===== config.mk =====
export PLATFORM = sky130hd
export DESIGN_NAME = hps_io_top
export DESIGN_NICKNAME = d
export VERILOG_FILES = /design/src/rtl/hps_pkg.sv /design/src/rtl/hps_frame_tracker.sv /design/src/rtl/core_cmd_regs.sv /design/src/rtl/file_loader.sv /design/src/rtl/hps_io_top.sv
export SDC_FILE = /design/constraint.sdc
export NUM_CORES = 1
export LEC_CHECK = 0
export ABC_AREA = 1
export BUFFER_PORTS_ARGS = -buffer_cell sky130_fd_sc_hd__clkbuf_2
export CAP_MARGIN = 40
export CORE_UTILIZATION = 30
export DETAILED_ROUTE_END_ITERATION = 8
export PLACE_DENSITY = 0.6
export SYNTH_ARGS = -nofsm -noshare
export SYNTH_HDL_FRONTEND = slang
export SYNTH_SLANG_ARGS = --single-unit

===== constraint.sdc =====
create_clock -name clk_sys -period 4.75 [get_ports clk_sys]
set_input_delay 0.95 -clock clk_sys [delete_from_list [all_inputs] [get_ports clk_sys]]
set_output_delay 0.95 -clock clk_sys [all_outputs]
set_load 0.01 [all_outputs]

===== src/rtl/hps_pkg.sv =====
package hps_pkg;

	//////////////////////////////////////////////////
	// host bus geometry

	localparam int DATA_W = 16;
	// word index inside a frame, stops at 15
	localparam int IDX_W  = 4;
	localparam int ADDR_W = 27;

	//////////////////////////////////////////////////
	// command codes

	// core control channel, io_enable frames
	localparam logic [DATA_W-1:0] CMD_CFG      = 16'h0001;
	localparam logic [DATA_W-1:0] CMD_JOY0     = 16'h0002;
	localparam logic [DATA_W-1:0] CMD_JOY1     = 16'h0003;
	localparam logic [DATA_W-1:0] CMD_CONF_STR = 16'h0014;
	localparam logic [DATA_W-1:0] CMD_STATUS   = 16'h001E;

	// file channel, fp_enable frames
	localparam logic [DATA_W-1:0] FIO_FILE_TX     = 16'h0053;
	localparam logic [DATA_W-1:0] FIO_FILE_TX_DAT = 16'h0054;
	localparam logic [DATA_W-1:0] FIO_FILE_INDEX  = 16'h0055;

	//////////////////////////////////////////////////
	// built-in configuration string

	// must stay shorter than the saturating word index,
	// otherwise the tail bytes alias onto index 15
	localparam int CONF_LEN = 14;
	// first character sits in the top byte
	localparam logic [CONF_LEN*8-1:0] CONF_STR = "CORE;;O12,Mode";

	//////////////////////////////////////////////////
	// one data word of a frame, as seen by a decoder

	typedef struct packed {
		logic              valid;
		logic [DATA_W-1:0] cmd;
		// 1 is the first word after the command
		logic [IDX_W-1:0]  idx;
		logic [DATA_W-1:0] data;
	} hps_frame_t;

endpackage


===== src/rtl/hps_frame_tracker.sv =====
`timescale 1ns/1ps

module hps_frame_tracker (
	input  logic                       clk_sys,
	input  logic                       rst_n,
	input  logic                       strobe,
	input  logic                       enable,
	input  logic [hps_pkg::DATA_W-1:0] din,
	output hps_pkg::hps_frame_t        frame
);

	logic [hps_pkg::DATA_W-1:0] cmd_q;
	logic [hps_pkg::IDX_W-1:0]  cnt_q;
	logic [hps_pkg::IDX_W-1:0]  cnt_next;
	logic                       first_word;
	logic                       valid_q;
	logic [hps_pkg::DATA_W-1:0] out_cmd_q;
	logic [hps_pkg::IDX_W-1:0]  out_idx_q;
	logic [hps_pkg::DATA_W-1:0] out_data_q;

	// count of strobes seen so far, zero until the command arrives
	assign first_word = (cnt_q == '0);
	assign cnt_next   = (&cnt_q) ? cnt_q : cnt_q + hps_pkg::IDX_W'(1);

	always_ff @(posedge clk_sys) begin
		if (!rst_n) begin
			cmd_q   <= '0;
			cnt_q   <= '0;
			valid_q <= 1'b0;
		end else begin
			valid_q <= 1'b0;
			if (!enable) begin
				cmd_q <= '0;
				cnt_q <= '0;
			end else if (strobe) begin
				cnt_q <= cnt_next;
				if (first_word) begin
					cmd_q <= din;
				end else begin
					valid_q <= 1'b1;
				end
			end
		end
	end

	// data word payload, only meaningful with valid
	always_ff @(posedge clk_sys) begin
		if (enable && strobe && !first_word) begin
			out_cmd_q  <= cmd_q;
			out_idx_q  <= cnt_q;
			out_data_q <= din;
		end
	end

	assign frame = '{valid: valid_q, cmd: out_cmd_q, idx: out_idx_q, data: out_data_q};

	// back to back frames need back to back strobes
	a_valid_needs_strobes: assert property (@(posedge clk_sys) disable iff (!rst_n)
		valid_q && $past(valid_q) |-> $past(strobe, 1) && $past(strobe, 2));

endmodule


===== src/rtl/core_cmd_regs.sv =====
`timescale 1ns/1ps

module core_cmd_regs (
	input  logic                       clk_sys,
	input  logic                       rst_n,
	input  hps_pkg::hps_frame_t        frame,
	input  logic                       enable,
	output logic [1:0]                 buttons,
	output logic                       forced_scandoubler,
	output logic                       direct_video,
	output logic [31:0]                joystick_0,
	output logic [31:0]                joystick_1,
	output logic [63:0]                status,
	output logic [hps_pkg::DATA_W-1:0] dout
);

	logic [15:0]                cfg;
	logic [7:0]                 conf_byte;
	logic [hps_pkg::DATA_W-1:0] reply;

	//////////////////////////////////////////////////
	// switches decoded from the config word

	assign buttons            = cfg[1:0];
	// bits 2, 3 and 5 belong to the system top
	assign forced_scandoubler = cfg[4];
	assign direct_video       = cfg[10];

	//////////////////////////////////////////////////
	// register writes

	always_ff @(posedge clk_sys) begin
		if (!rst_n) begin
			cfg        <= '0;
			joystick_0 <= '0;
			joystick_1 <= '0;
			status     <= '0;
		end else if (frame.valid) begin
			case (frame.cmd)
				hps_pkg::CMD_CFG: begin
					cfg <= frame.data;
				end
				hps_pkg::CMD_JOY0: begin
					if (frame.idx == 4'd1) begin
						joystick_0[15:0] <= frame.data;
					end else if (frame.idx == 4'd2) begin
						joystick_0[31:16] <= frame.data;
					end
				end
				hps_pkg::CMD_JOY1: begin
					if (frame.idx == 4'd1) begin
						joystick_1[15:0] <= frame.data;
					end else if (frame.idx == 4'd2) begin
						joystick_1[31:16] <= frame.data;
					end
				end
				hps_pkg::CMD_STATUS: begin
					// lowest slice comes first
					case (frame.idx)
						4'd1: status[15:0]  <= frame.data;
						4'd2: status[31:16] <= frame.data;
						4'd3: status[47:32] <= frame.data;
						4'd4: status[63:48] <= frame.data;
						default: ;
					endcase
				end
				default: ;
			endcase
		end
	end

	//////////////////////////////////////////////////
	// reply path

	// word k returns character k-1, zero past the end
	always_comb begin
		conf_byte = 8'h00;
		if (frame.idx != '0 && int'(frame.idx) <= hps_pkg::CONF_LEN) begin
			conf_byte = hps_pkg::CONF_STR[(hps_pkg::CONF_LEN - int'(frame.idx)) * 8 +: 8];
		end
	end

	always_comb begin
		reply = '0;
		if (frame.cmd == hps_pkg::CMD_CONF_STR) begin
			reply[7:0] = conf_byte;
		end
	end

	// holds the last reply until the next word or the end of frame
	always_ff @(posedge clk_sys) begin
		if (!rst_n) begin
			dout <= '0;
		end else if (!enable) begin
			dout <= '0;
		end else if (frame.valid) begin
			dout <= reply;
		end
	end

	// the tracker never hands over the command word itself
	a_idx_nonzero: assert property (@(posedge clk_sys) disable iff (!rst_n)
		frame.valid |-> frame.idx != '0);

endmodule


===== src/rtl/file_loader.sv =====
`timescale 1ns/1ps

module file_loader (
	input  logic                       clk_sys,
	input  logic                       rst_n,
	input  hps_pkg::hps_frame_t        frame,
	output logic                       ioctl_download,
	output logic [15:0]                ioctl_index,
	output logic                       ioctl_wr,
	output logic [hps_pkg::ADDR_W-1:0] ioctl_addr,
	output logic [7:0]                 ioctl_dout
);

	logic [hps_pkg::ADDR_W-1:0] next_addr;
	logic                       tx_frame;
	logic                       dat_frame;
	logic                       idx_frame;

	assign tx_frame  = frame.valid && (frame.cmd == hps_pkg::FIO_FILE_TX);
	assign dat_frame = frame.valid && (frame.cmd == hps_pkg::FIO_FILE_TX_DAT);
	assign idx_frame = frame.valid && (frame.cmd == hps_pkg::FIO_FILE_INDEX);

	//////////////////////////////////////////////////
	// download state and file index

	always_ff @(posedge clk_sys) begin
		if (!rst_n) begin
			ioctl_download <= 1'b0;
			ioctl_index    <= '0;
		end else begin
			// nonzero low byte opens, zero closes
			if (tx_frame && frame.idx == 4'd1) begin
				ioctl_download <= (frame.data[7:0] != 8'h00);
			end
			if (idx_frame) begin
				ioctl_index <= frame.data;
			end
		end
	end

	//////////////////////////////////////////////////
	// byte write pulses

	always_ff @(posedge clk_sys) begin
		if (!rst_n) begin
			ioctl_wr <= 1'b0;
		end else begin
			ioctl_wr <= dat_frame && ioctl_download;
		end
	end

	//////////////////////////////////////////////////
	// address and data

	always_ff @(posedge clk_sys) begin
		if (tx_frame) begin
			case (frame.idx)
				4'd1: begin
					if (frame.data[7:0] != 8'h00) begin
						next_addr <= '0;
					end
				end
				// optional start address, low part then high part
				4'd2: next_addr[15:0] <= frame.data;
				4'd3: next_addr[26:16] <= frame.data[10:0];
				default: ;
			endcase
		end else if (dat_frame && ioctl_download) begin
			ioctl_addr <= next_addr;
			ioctl_dout <= frame.data[7:0];
			next_addr  <= next_addr + hps_pkg::ADDR_W'(1);
		end
	end

	// words between downloads are dropped, so no stray writes
	a_wr_in_download: assert property (@(posedge clk_sys) disable iff (!rst_n)
		ioctl_wr |-> ioctl_download);

endmodule


===== src/rtl/hps_io_top.sv =====
`timescale 1ns/1ps

module hps_io_top (
	input  logic                       clk_sys,
	input  logic                       rst_n,

	// host bus
	input  logic                       hps_strobe,
	input  logic [hps_pkg::DATA_W-1:0] hps_din,
	input  logic                       io_enable,
	input  logic                       fp_enable,
	output logic [hps_pkg::DATA_W-1:0] hps_dout,
	output logic                       host_wait,

	// core control
	output logic [1:0]                 buttons,
	output logic                       forced_scandoubler,
	output logic                       direct_video,
	output logic [31:0]                joystick_0,
	output logic [31:0]                joystick_1,
	output logic [63:0]                status,

	// file download
	output logic                       ioctl_download,
	output logic [15:0]                ioctl_index,
	output logic                       ioctl_wr,
	output logic [hps_pkg::ADDR_W-1:0] ioctl_addr,
	output logic [7:0]                 ioctl_dout,
	input  logic                       ioctl_wait
);

	hps_pkg::hps_frame_t core_frame;
	hps_pkg::hps_frame_t file_frame;

	// core side flow control is not supported, the file side just forwards it
	assign host_wait = ioctl_wait;

	//////////////////////////////////////////////////
	// frame tracking, one per enable

	hps_frame_tracker core_trk_i (
		.clk_sys (clk_sys),
		.rst_n   (rst_n),
		.strobe  (hps_strobe),
		.enable  (io_enable),
		.din     (hps_din),
		.frame   (core_frame)
	);

	hps_frame_tracker file_trk_i (
		.clk_sys (clk_sys),
		.rst_n   (rst_n),
		.strobe  (hps_strobe),
		.enable  (fp_enable),
		.din     (hps_din),
		.frame   (file_frame)
	);

	//////////////////////////////////////////////////
	// command decoders

	core_cmd_regs core_regs_i (
		.clk_sys            (clk_sys),
		.rst_n              (rst_n),
		.frame              (core_frame),
		.enable             (io_enable),
		.buttons            (buttons),
		.forced_scandoubler (forced_scandoubler),
		.direct_video       (direct_video),
		.joystick_0         (joystick_0),
		.joystick_1         (joystick_1),
		.status             (status),
		.dout               (hps_dout)
	);

	file_loader loader_i (
		.clk_sys        (clk_sys),
		.rst_n          (rst_n),
		.frame          (file_frame),
		.ioctl_download (ioctl_download),
		.ioctl_index    (ioctl_index),
		.ioctl_wr       (ioctl_wr),
		.ioctl_addr     (ioctl_addr),
		.ioctl_dout     (ioctl_dout)
	);

endmodule


==> results of run 1 <==
==> report_power, final <==
group | switching [mW] | internal (mW)
Combinational | 0.0980 | 0.0304
Sequential | 0.0286 | 2.99
Clock | 1.14 | 1.68
==> routing by layer <==
| layer | wire [um] | part of all wire | track usage |
|---|---|---|---|
| met5 | 0 | 0 | 0 |
| met3 | 2340 | 0.062 | 0.0265 |
| met4 | 1290 | 0.034 | 0.0655 |
| met1 | 17400 | 0.46 | 0.225 |
| met2 | 16900 | 0.45 | 0.254 |
==> state kept, by name (all words and copies together), names as in the netlist <==
| register | cells |
|---|---|
| core_regs_i.cfg | 4 |
| loader_i.ioctl_wr | 1 |
| core_trk_i.out_data_q | 16 |
| file_trk_i.valid_q | 1 |
| core_trk_i.out_cmd_q | 16 |
| loader_i.ioctl_download | 1 |
| core_trk_i.cmd_q | 16 |
| core_regs_i.joystick_0 | 32 |
| loader_i.ioctl_index | 16 |
| file_trk_i.cnt_q | 4 |
| core_trk_i.valid_q | 1 |
| core_regs_i.status | 64 |
| core_regs_i.joystick_1 | 32 |
| loader_i.next_addr | 27 |
| loader_i.ioctl_dout | 8 |
| core_regs_i.dout | 7 |
| file_trk_i.cmd_q | 16 |
| core_trk_i.out_idx_q | 4 |
| core_trk_i.cnt_q | 4 |
| file_trk_i.out_data_q | 16 |
| file_trk_i.out_idx_q | 4 |
| file_trk_i.out_cmd_q | 16 |
| loader_i.ioctl_addr | 27 |
==> layout make-up <==
class	count	area, sq um	share of cell area
Timing Repair Buffer	221	1180	0.0728
Tap cell	592	741	0.0458
Inverter	141	529	0.0327
Sequential cell	333	8010	0.495
Clock buffer	44	972	0.0601
Clock inverter	21	221	0.0137
Multi-Input combinational cell	1014	4530	0.280
==> logic make-up (layout without fill, tap and decap cells) <==
kind of cell | after synthesis | in the layout | synth area share
DFF | 333 | 333 | 0.595
adders and majority gates | 13 | 13 | 0.0121
buffers and inverters | 219 | 427 | 0.0709
xor gates and xnor gates | 11 | 11 | 0.00716
AOI/OAI and AO/OA | 183 | 183 | 0.0688
and+or+nand+nor | 798 | 798 | 0.246
other | 1 | 9 | 0.000279
==> worst max-delay path, delay by kind of cell, from the launching register on <==
kind / cells / cell delay, ps
flip-flops: 1 / 360
AND/OR/NAND/NOR: 5 / 1540
buffers and inverters: 1 / 360
AO/OA/AOI/OAI: 1 / 160
==> worst max path at each step <==
| stage | startpoint | end | slack, ps | cells after the start |
|---|---|---|---|---|
| floorplan | io_enable | core_trk_i.out_cmd_q[0] | 1800 | 2 |
| global placement | hps_strobe | core_trk_i.cmd_q[8] | 1960 | 6 |
| detailed placement | file_trk_i.out_cmd_q[5] | loader_i.next_addr[24] | 1940 | 7 |
| CTS | file_trk_i.out_cmd_q[5] | loader_i.next_addr[19] | 1940 | 7 |
| global route | file_trk_i.out_cmd_q[5] | loader_i.next_addr[16] | 1730 | 7 |
| finish | file_trk_i.out_cmd_q[5] | loader_i.next_addr[16] | 1940 | 7 |
==> cell usage in the layout (no fill, tap or decap), types with 6 or more instances in the layout <==
cell type,instances
clkinv_2,7
a21oi_1,58
nand4_1,20
o21ai_0,116
buf_4,7
dfxtp_1,199
inv_1,133
nor2_4,6
nand3_1,42
nand2_1,339
nor2_1,356
conb_1,9
clkbuf_2,211
nor2_2,7
edfxtp_1,134
inv_2,7
ha_1,13
xor2_1,6
clkbuf_16,37
==> impl_metrics.env, run 1 <==
export IMPL_outcome="finished clean"
export IMPL_cp_common_cell="nor2_1"
export IMPL_leakagePower_nw=7.18
export IMPL_place_area_sq_um=15000
export IMPL_setup_viol=0
export IMPL_p_per_area_nw_per_um2=369
export IMPL_fill_cells=4477
export IMPL_cp_data_arrival_time_ps=2950
export IMPL_stdcell_area_sq_um=16200
export IMPL_portBuffers=212
export IMPL_drc=0
export IMPL_synth_async_reset_ratio=0
export IMPL_min_to="core_trk_i.out_cmd_q[9]"
export IMPL_antenna_found_initial=0
export IMPL_cts_buffer_depth=3
export IMPL_stdcell_count=2366
export IMPL_post_place_ws_ps=1940
export IMPL_fp_dieH_um=214
export IMPL_placedCellCount=2301
export IMPL_yosysWarnings=0
export IMPL_fin_crit_ps=2810
export IMPL_initial_core_util=0.304
export IMPL_reg2reg_from="file_trk_i.out_cmd_q[5]"
export IMPL_cts_resized=0
export IMPL_track_usage=0.163
export IMPL_routed_via_density=4.50
export IMPL_rows=77
export IMPL_grt_pass1_wl_um=56600
export IMPL_netlist_top_cells_count="nor2_1 (358), nand2_1 (339), dfxtp_1 (199), edfxtp_1 (134), inv_1 (133)"
export IMPL_synth_area_leader_cell="edfxtp_1"
export IMPL_ir_worst_vdd_uv=236
export IMPL_synth_area_sq_um=13500
export IMPL_synth_distinct_cells=38
export IMPL_required_ps=4890
export IMPL_power_mw=5.97
export IMPL_clkLatencyLatePin_ps=520
export IMPL_cts_clk_slew_worst_paths_ps=60
export IMPL_drtIter0Drc=910
export IMPL_pin_count=224
export IMPL_final_setup_tns_ps=0
export IMPL_grt_overflow_total=0
export IMPL_tightest_slew_ps=956
export IMPL_synth_most_common_cell="nor2_1"
export IMPL_firstDrtPassIters=5
export IMPL_cts_hold_buf=0
export IMPL_postCtsSetupBuffers=0
export IMPL_critical_path_max_stage_delay_ps=760
export IMPL_r2r_end="loader_i.next_addr[16]"
export IMPL_synth_top_area_frac=0.299
export IMPL_cpMaxStageDelayCell="nor2_1"
export IMPL_diodes=0
export IMPL_synth_edf_count=134
export IMPL_maxCapViolations=0
export IMPL_skew_ps=12.7
export IMPL_postRouteAntennaNets=0
export IMPL_min_path_cells=0
export IMPL_utilization=0.366
export IMPL_dr_total_vias=10600
export IMPL_area_growth_pct=20.2
export IMPL_cts_htree_levels=2
export IMPL_hold_viol=0
export IMPL_synthCells=1558
export IMPL_avgSynthCellArea_sq_um=8.64
export IMPL_hp_start="core_trk_i.cmd_q[9]"
export IMPL_cts_buffers=36
export IMPL_layout_nets=1782
export IMPL_grt_pass1_vias=9784
export IMPL_r2r_cells=7
export IMPL_hold_ws_ps=427
export IMPL_grt_max_degree=86
export IMPL_min_path_type="reg -> reg"
export IMPL_gp_congestion=0.872
export IMPL_drv_slew=0
export IMPL_synth_area_leaders="edfxtp_1 (30%), dfxtp_1 (30%), nor2_1 (10%)"
export IMPL_rsz0062_at_grt="no"
export IMPL_cts_sinks=333
export IMPL_critPathCaptureType="register"
export IMPL_r2r_slack_ps=1940
export IMPL_synth_seq_cells=333
export IMPL_crit_chain="nor2_1 -> nand3_1 -> nor3_2 -> nand2_1 -> inv_1 -> o21ai_0 -> nor2_1"
export IMPL_fin_ws_ps=1940
export IMPL_seq_area_frac_synth=0.595
export IMPL_cts_tree="done"
export IMPL_worstSetupPathType="reg -> reg"
export IMPL_fin_crit_sh=0.592
export IMPL_chipWidth_um=214
export IMPL_synthFlopType="dfxtp_1"
export IMPL_die_area_sq_um=45700
export IMPL_slew_limit_headroom=0.360
export IMPL_route_final_wire_length_um=37900
export IMPL_clock_root_buffer="clkbuf_16"
export IMPL_post_drt_wl_per_cell_um=16.0
export IMPL_core_area_sq_um=44200
export IMPL_crit_path_max_fanout=11
export IMPL_hpwl_um=26100
export IMPL_start_kind="register"
export IMPL_layout_drive_gt1_share=0.176
export IMPL_fmax_mhz=356
Power figures use the tool's default switching activity.
==> run 2, diff against run 1 <==
clock period = 2.85 ns   (was 4.75 ns; I/O delays follow)
==> run 2 against run 1 <==
Net effect: wire length increased by 1.3%; clock power increased by 62%; sequential share of layout area about the same; largest power group unchanged.
==> impl_metrics.env, run 2 (same netlist as run 1, synthesis figures left out) <==
export IMPL_final_cell_mix="nor2_1 (355), nand2_1 (339), clkbuf_2 (211)"
export IMPL_cts_sinks=333
export IMPL_cts_buffer_depth=3
export IMPL_fin_crit_sh=0.781
export IMPL_required_ps=3200
export IMPL_min_path_type="in -> reg"
export IMPL_core_area_sq_um=44200
export IMPL_critPathCaptureType="register"
export IMPL_crit_path_max_fanout=16
export IMPL_area_growth_pct=20.2
export IMPL_p_per_area_nw_per_um2=608
export IMPL_layout_drive_gt1_share=0.179
export IMPL_final_common_cell="nor2_1"
export IMPL_drc=0
export IMPL_largestRegisters="core_regs_i.status x64, core_regs_i.joystick_0 x32, core_regs_i.joystick_1 x32"
export IMPL_clock_root_buffer="clkbuf_16"
export IMPL_p_int_mw=7.73
export IMPL_power_switching_mw=2.10
export IMPL_initial_core_util=0.304
export IMPL_setup_viol=0
export IMPL_largest_reg_flops=64
export IMPL_route_final_wire_length_um=38400
export IMPL_fill_cells=4476
export IMPL_fp_dieH_um=214
export IMPL_routed_via_density=4.50
export IMPL_diodes=0
export IMPL_clkLatencyLatePin_ps=530
export IMPL_power_mw=9.83
export IMPL_chipWidth_um=214
export IMPL_cts_buffers=36
export IMPL_multi_input_area_sq_um=4530
export IMPL_grt_overflow_total=0
export IMPL_postRouteAntennaNets=0
export IMPL_antenna_found_initial=3
export IMPL_cts_tree="done"
export IMPL_leakagePower_nw=7.18
export IMPL_post_drt_wl_per_cell_um=16.2
export IMPL_grt_use_met3=0.0366
export IMPL_dr_total_vias=10700
export IMPL_drtIter0Drc=968
export IMPL_clockPowerShare=0.466
export IMPL_hold_ws_ps=334
export IMPL_seq_power_share=0.512
export IMPL_skew_ps=22.3
export IMPL_grt_pass1_wl_um=56900
export IMPL_portBuffers=212
export IMPL_hold_viol=0
export IMPL_layout_nets=1789
export IMPL_busiest_layer="met2"
export IMPL_grt_use_met1=0.224
export IMPL_pin_count=224
export IMPL_drv_slew=0
export IMPL_worstSetupPathType="reg -> reg"
export IMPL_regMostFlops="core_regs_i.status"
export IMPL_gp_congestion=0.899
export IMPL_outcome="finished clean"
export IMPL_grt_pass1_vias=9863
export IMPL_track_usage=0.166
export IMPL_final_setup_tns_ps=0
export IMPL_start_kind="register"
export IMPL_cp_data_arrival_time_ps=2580
export IMPL_fin_crit_ps=2230
export IMPL_met2_usage=0.255
export IMPL_cts_resized=0
export IMPL_firstDrtPassIters=5
export IMPL_cts_htree_levels=2
export IMPL_hpwl_um=26100
export IMPL_switching_share=0.213
export IMPL_p_comb_frac=0.022
export IMPL_ir_worst_vdd_uv=310
export IMPL_tightest_slew_ps=772
export IMPL_postCtsSetupBuffers=0
export IMPL_cts_clk_slew_worst_paths_ps=60
export IMPL_rows=77
export IMPL_rsz0062_at_grt="no"
export IMPL_grt_max_degree=127
export IMPL_cts_hold_buf=0
export IMPL_regArea_sq_um=8010
export IMPL_maxCapViolations=0
export IMPL_die_area_sq_um=45700
export IMPL_fmax_mhz=449
export IMPL_slew_limit_headroom=0.485
[run 2: cell types whose count changed in the layout (fill, tap and decap cells not counted), moves of 3 or more]
cell       delta
buf_4         +9
clkbuf_1      +4
clkbuf_8      +4
bufinv_16     -3
clkinv_1      -3
inv_6         -3
[run 2: stage by stage]
stage | std cells | setup WS (ps) | utilization | instance area [sq um]
after floorplan | 1566 | 104 | - | 13500
after global placement | 2308 | 786 | 0.339 | 15000
after detailed placement | 2308 | 644 | 0.339 | 15000
after CTS | 2373 | 611 | 0.366 | 16200
after global routing | 2373 | 384 | 0.366 | 16200
final | 2373 | 624 | 0.366 | 16200
[run 2: final timing paths]
path / start / to / slack (ps) / cells past startpoint
max: file_trk_i.out_cmd_q[15] / loader_i.next_addr[6] / 620 / 7
min: hps_din[11] / file_trk_i.out_data_q[11] / 330 / 1
max reg2reg: file_trk_i.out_cmd_q[15] / loader_i.next_addr[6] / 620 / 7
min reg2reg: core_trk_i.cmd_q[2] / core_trk_i.out_cmd_q[2] / 430 / 0
[run 2: area by class of cell]
class	count	share of cell area
Clock buffer	53	0.0660
Clock inverter	12	0.00642
Inverter	141	0.0327
Multi-Input combinational cell	1014	0.280
Sequential cell	333	0.495
Tap cell	592	0.0458
Timing Repair Buffer	228	0.0739
[run 2: critical path: stages, from the launching register on]
cell      delay (ps)
edfxtp_1         350
nor2_1           130
nand2_1           80
nor2_2           250
nand2_1          320
nor2_2           640
inv_1             70
o21ai_0          190
[run 2: routing by layer]
layer  vias to the layer above  share of wire
met5                         -        0.00089
met4                         6          0.032
met3                        74          0.064
met2                       341           0.45
met1                      4923           0.46
li1                       5330              -
[run 2: power groups by stage]
stage / clock network (mW) / registers, mW / logic, mW
detailed placement: 0 / 5.13 / 0.218
finish: 4.58 / 5.03 / 0.216
floorplan: 0 / 5.10 / 0.150
CTS: 4.69 / 5.03 / 0.218
global route: 4.89 / 5.03 / 0.245
global placement: 0 / 5.13 / 0.212
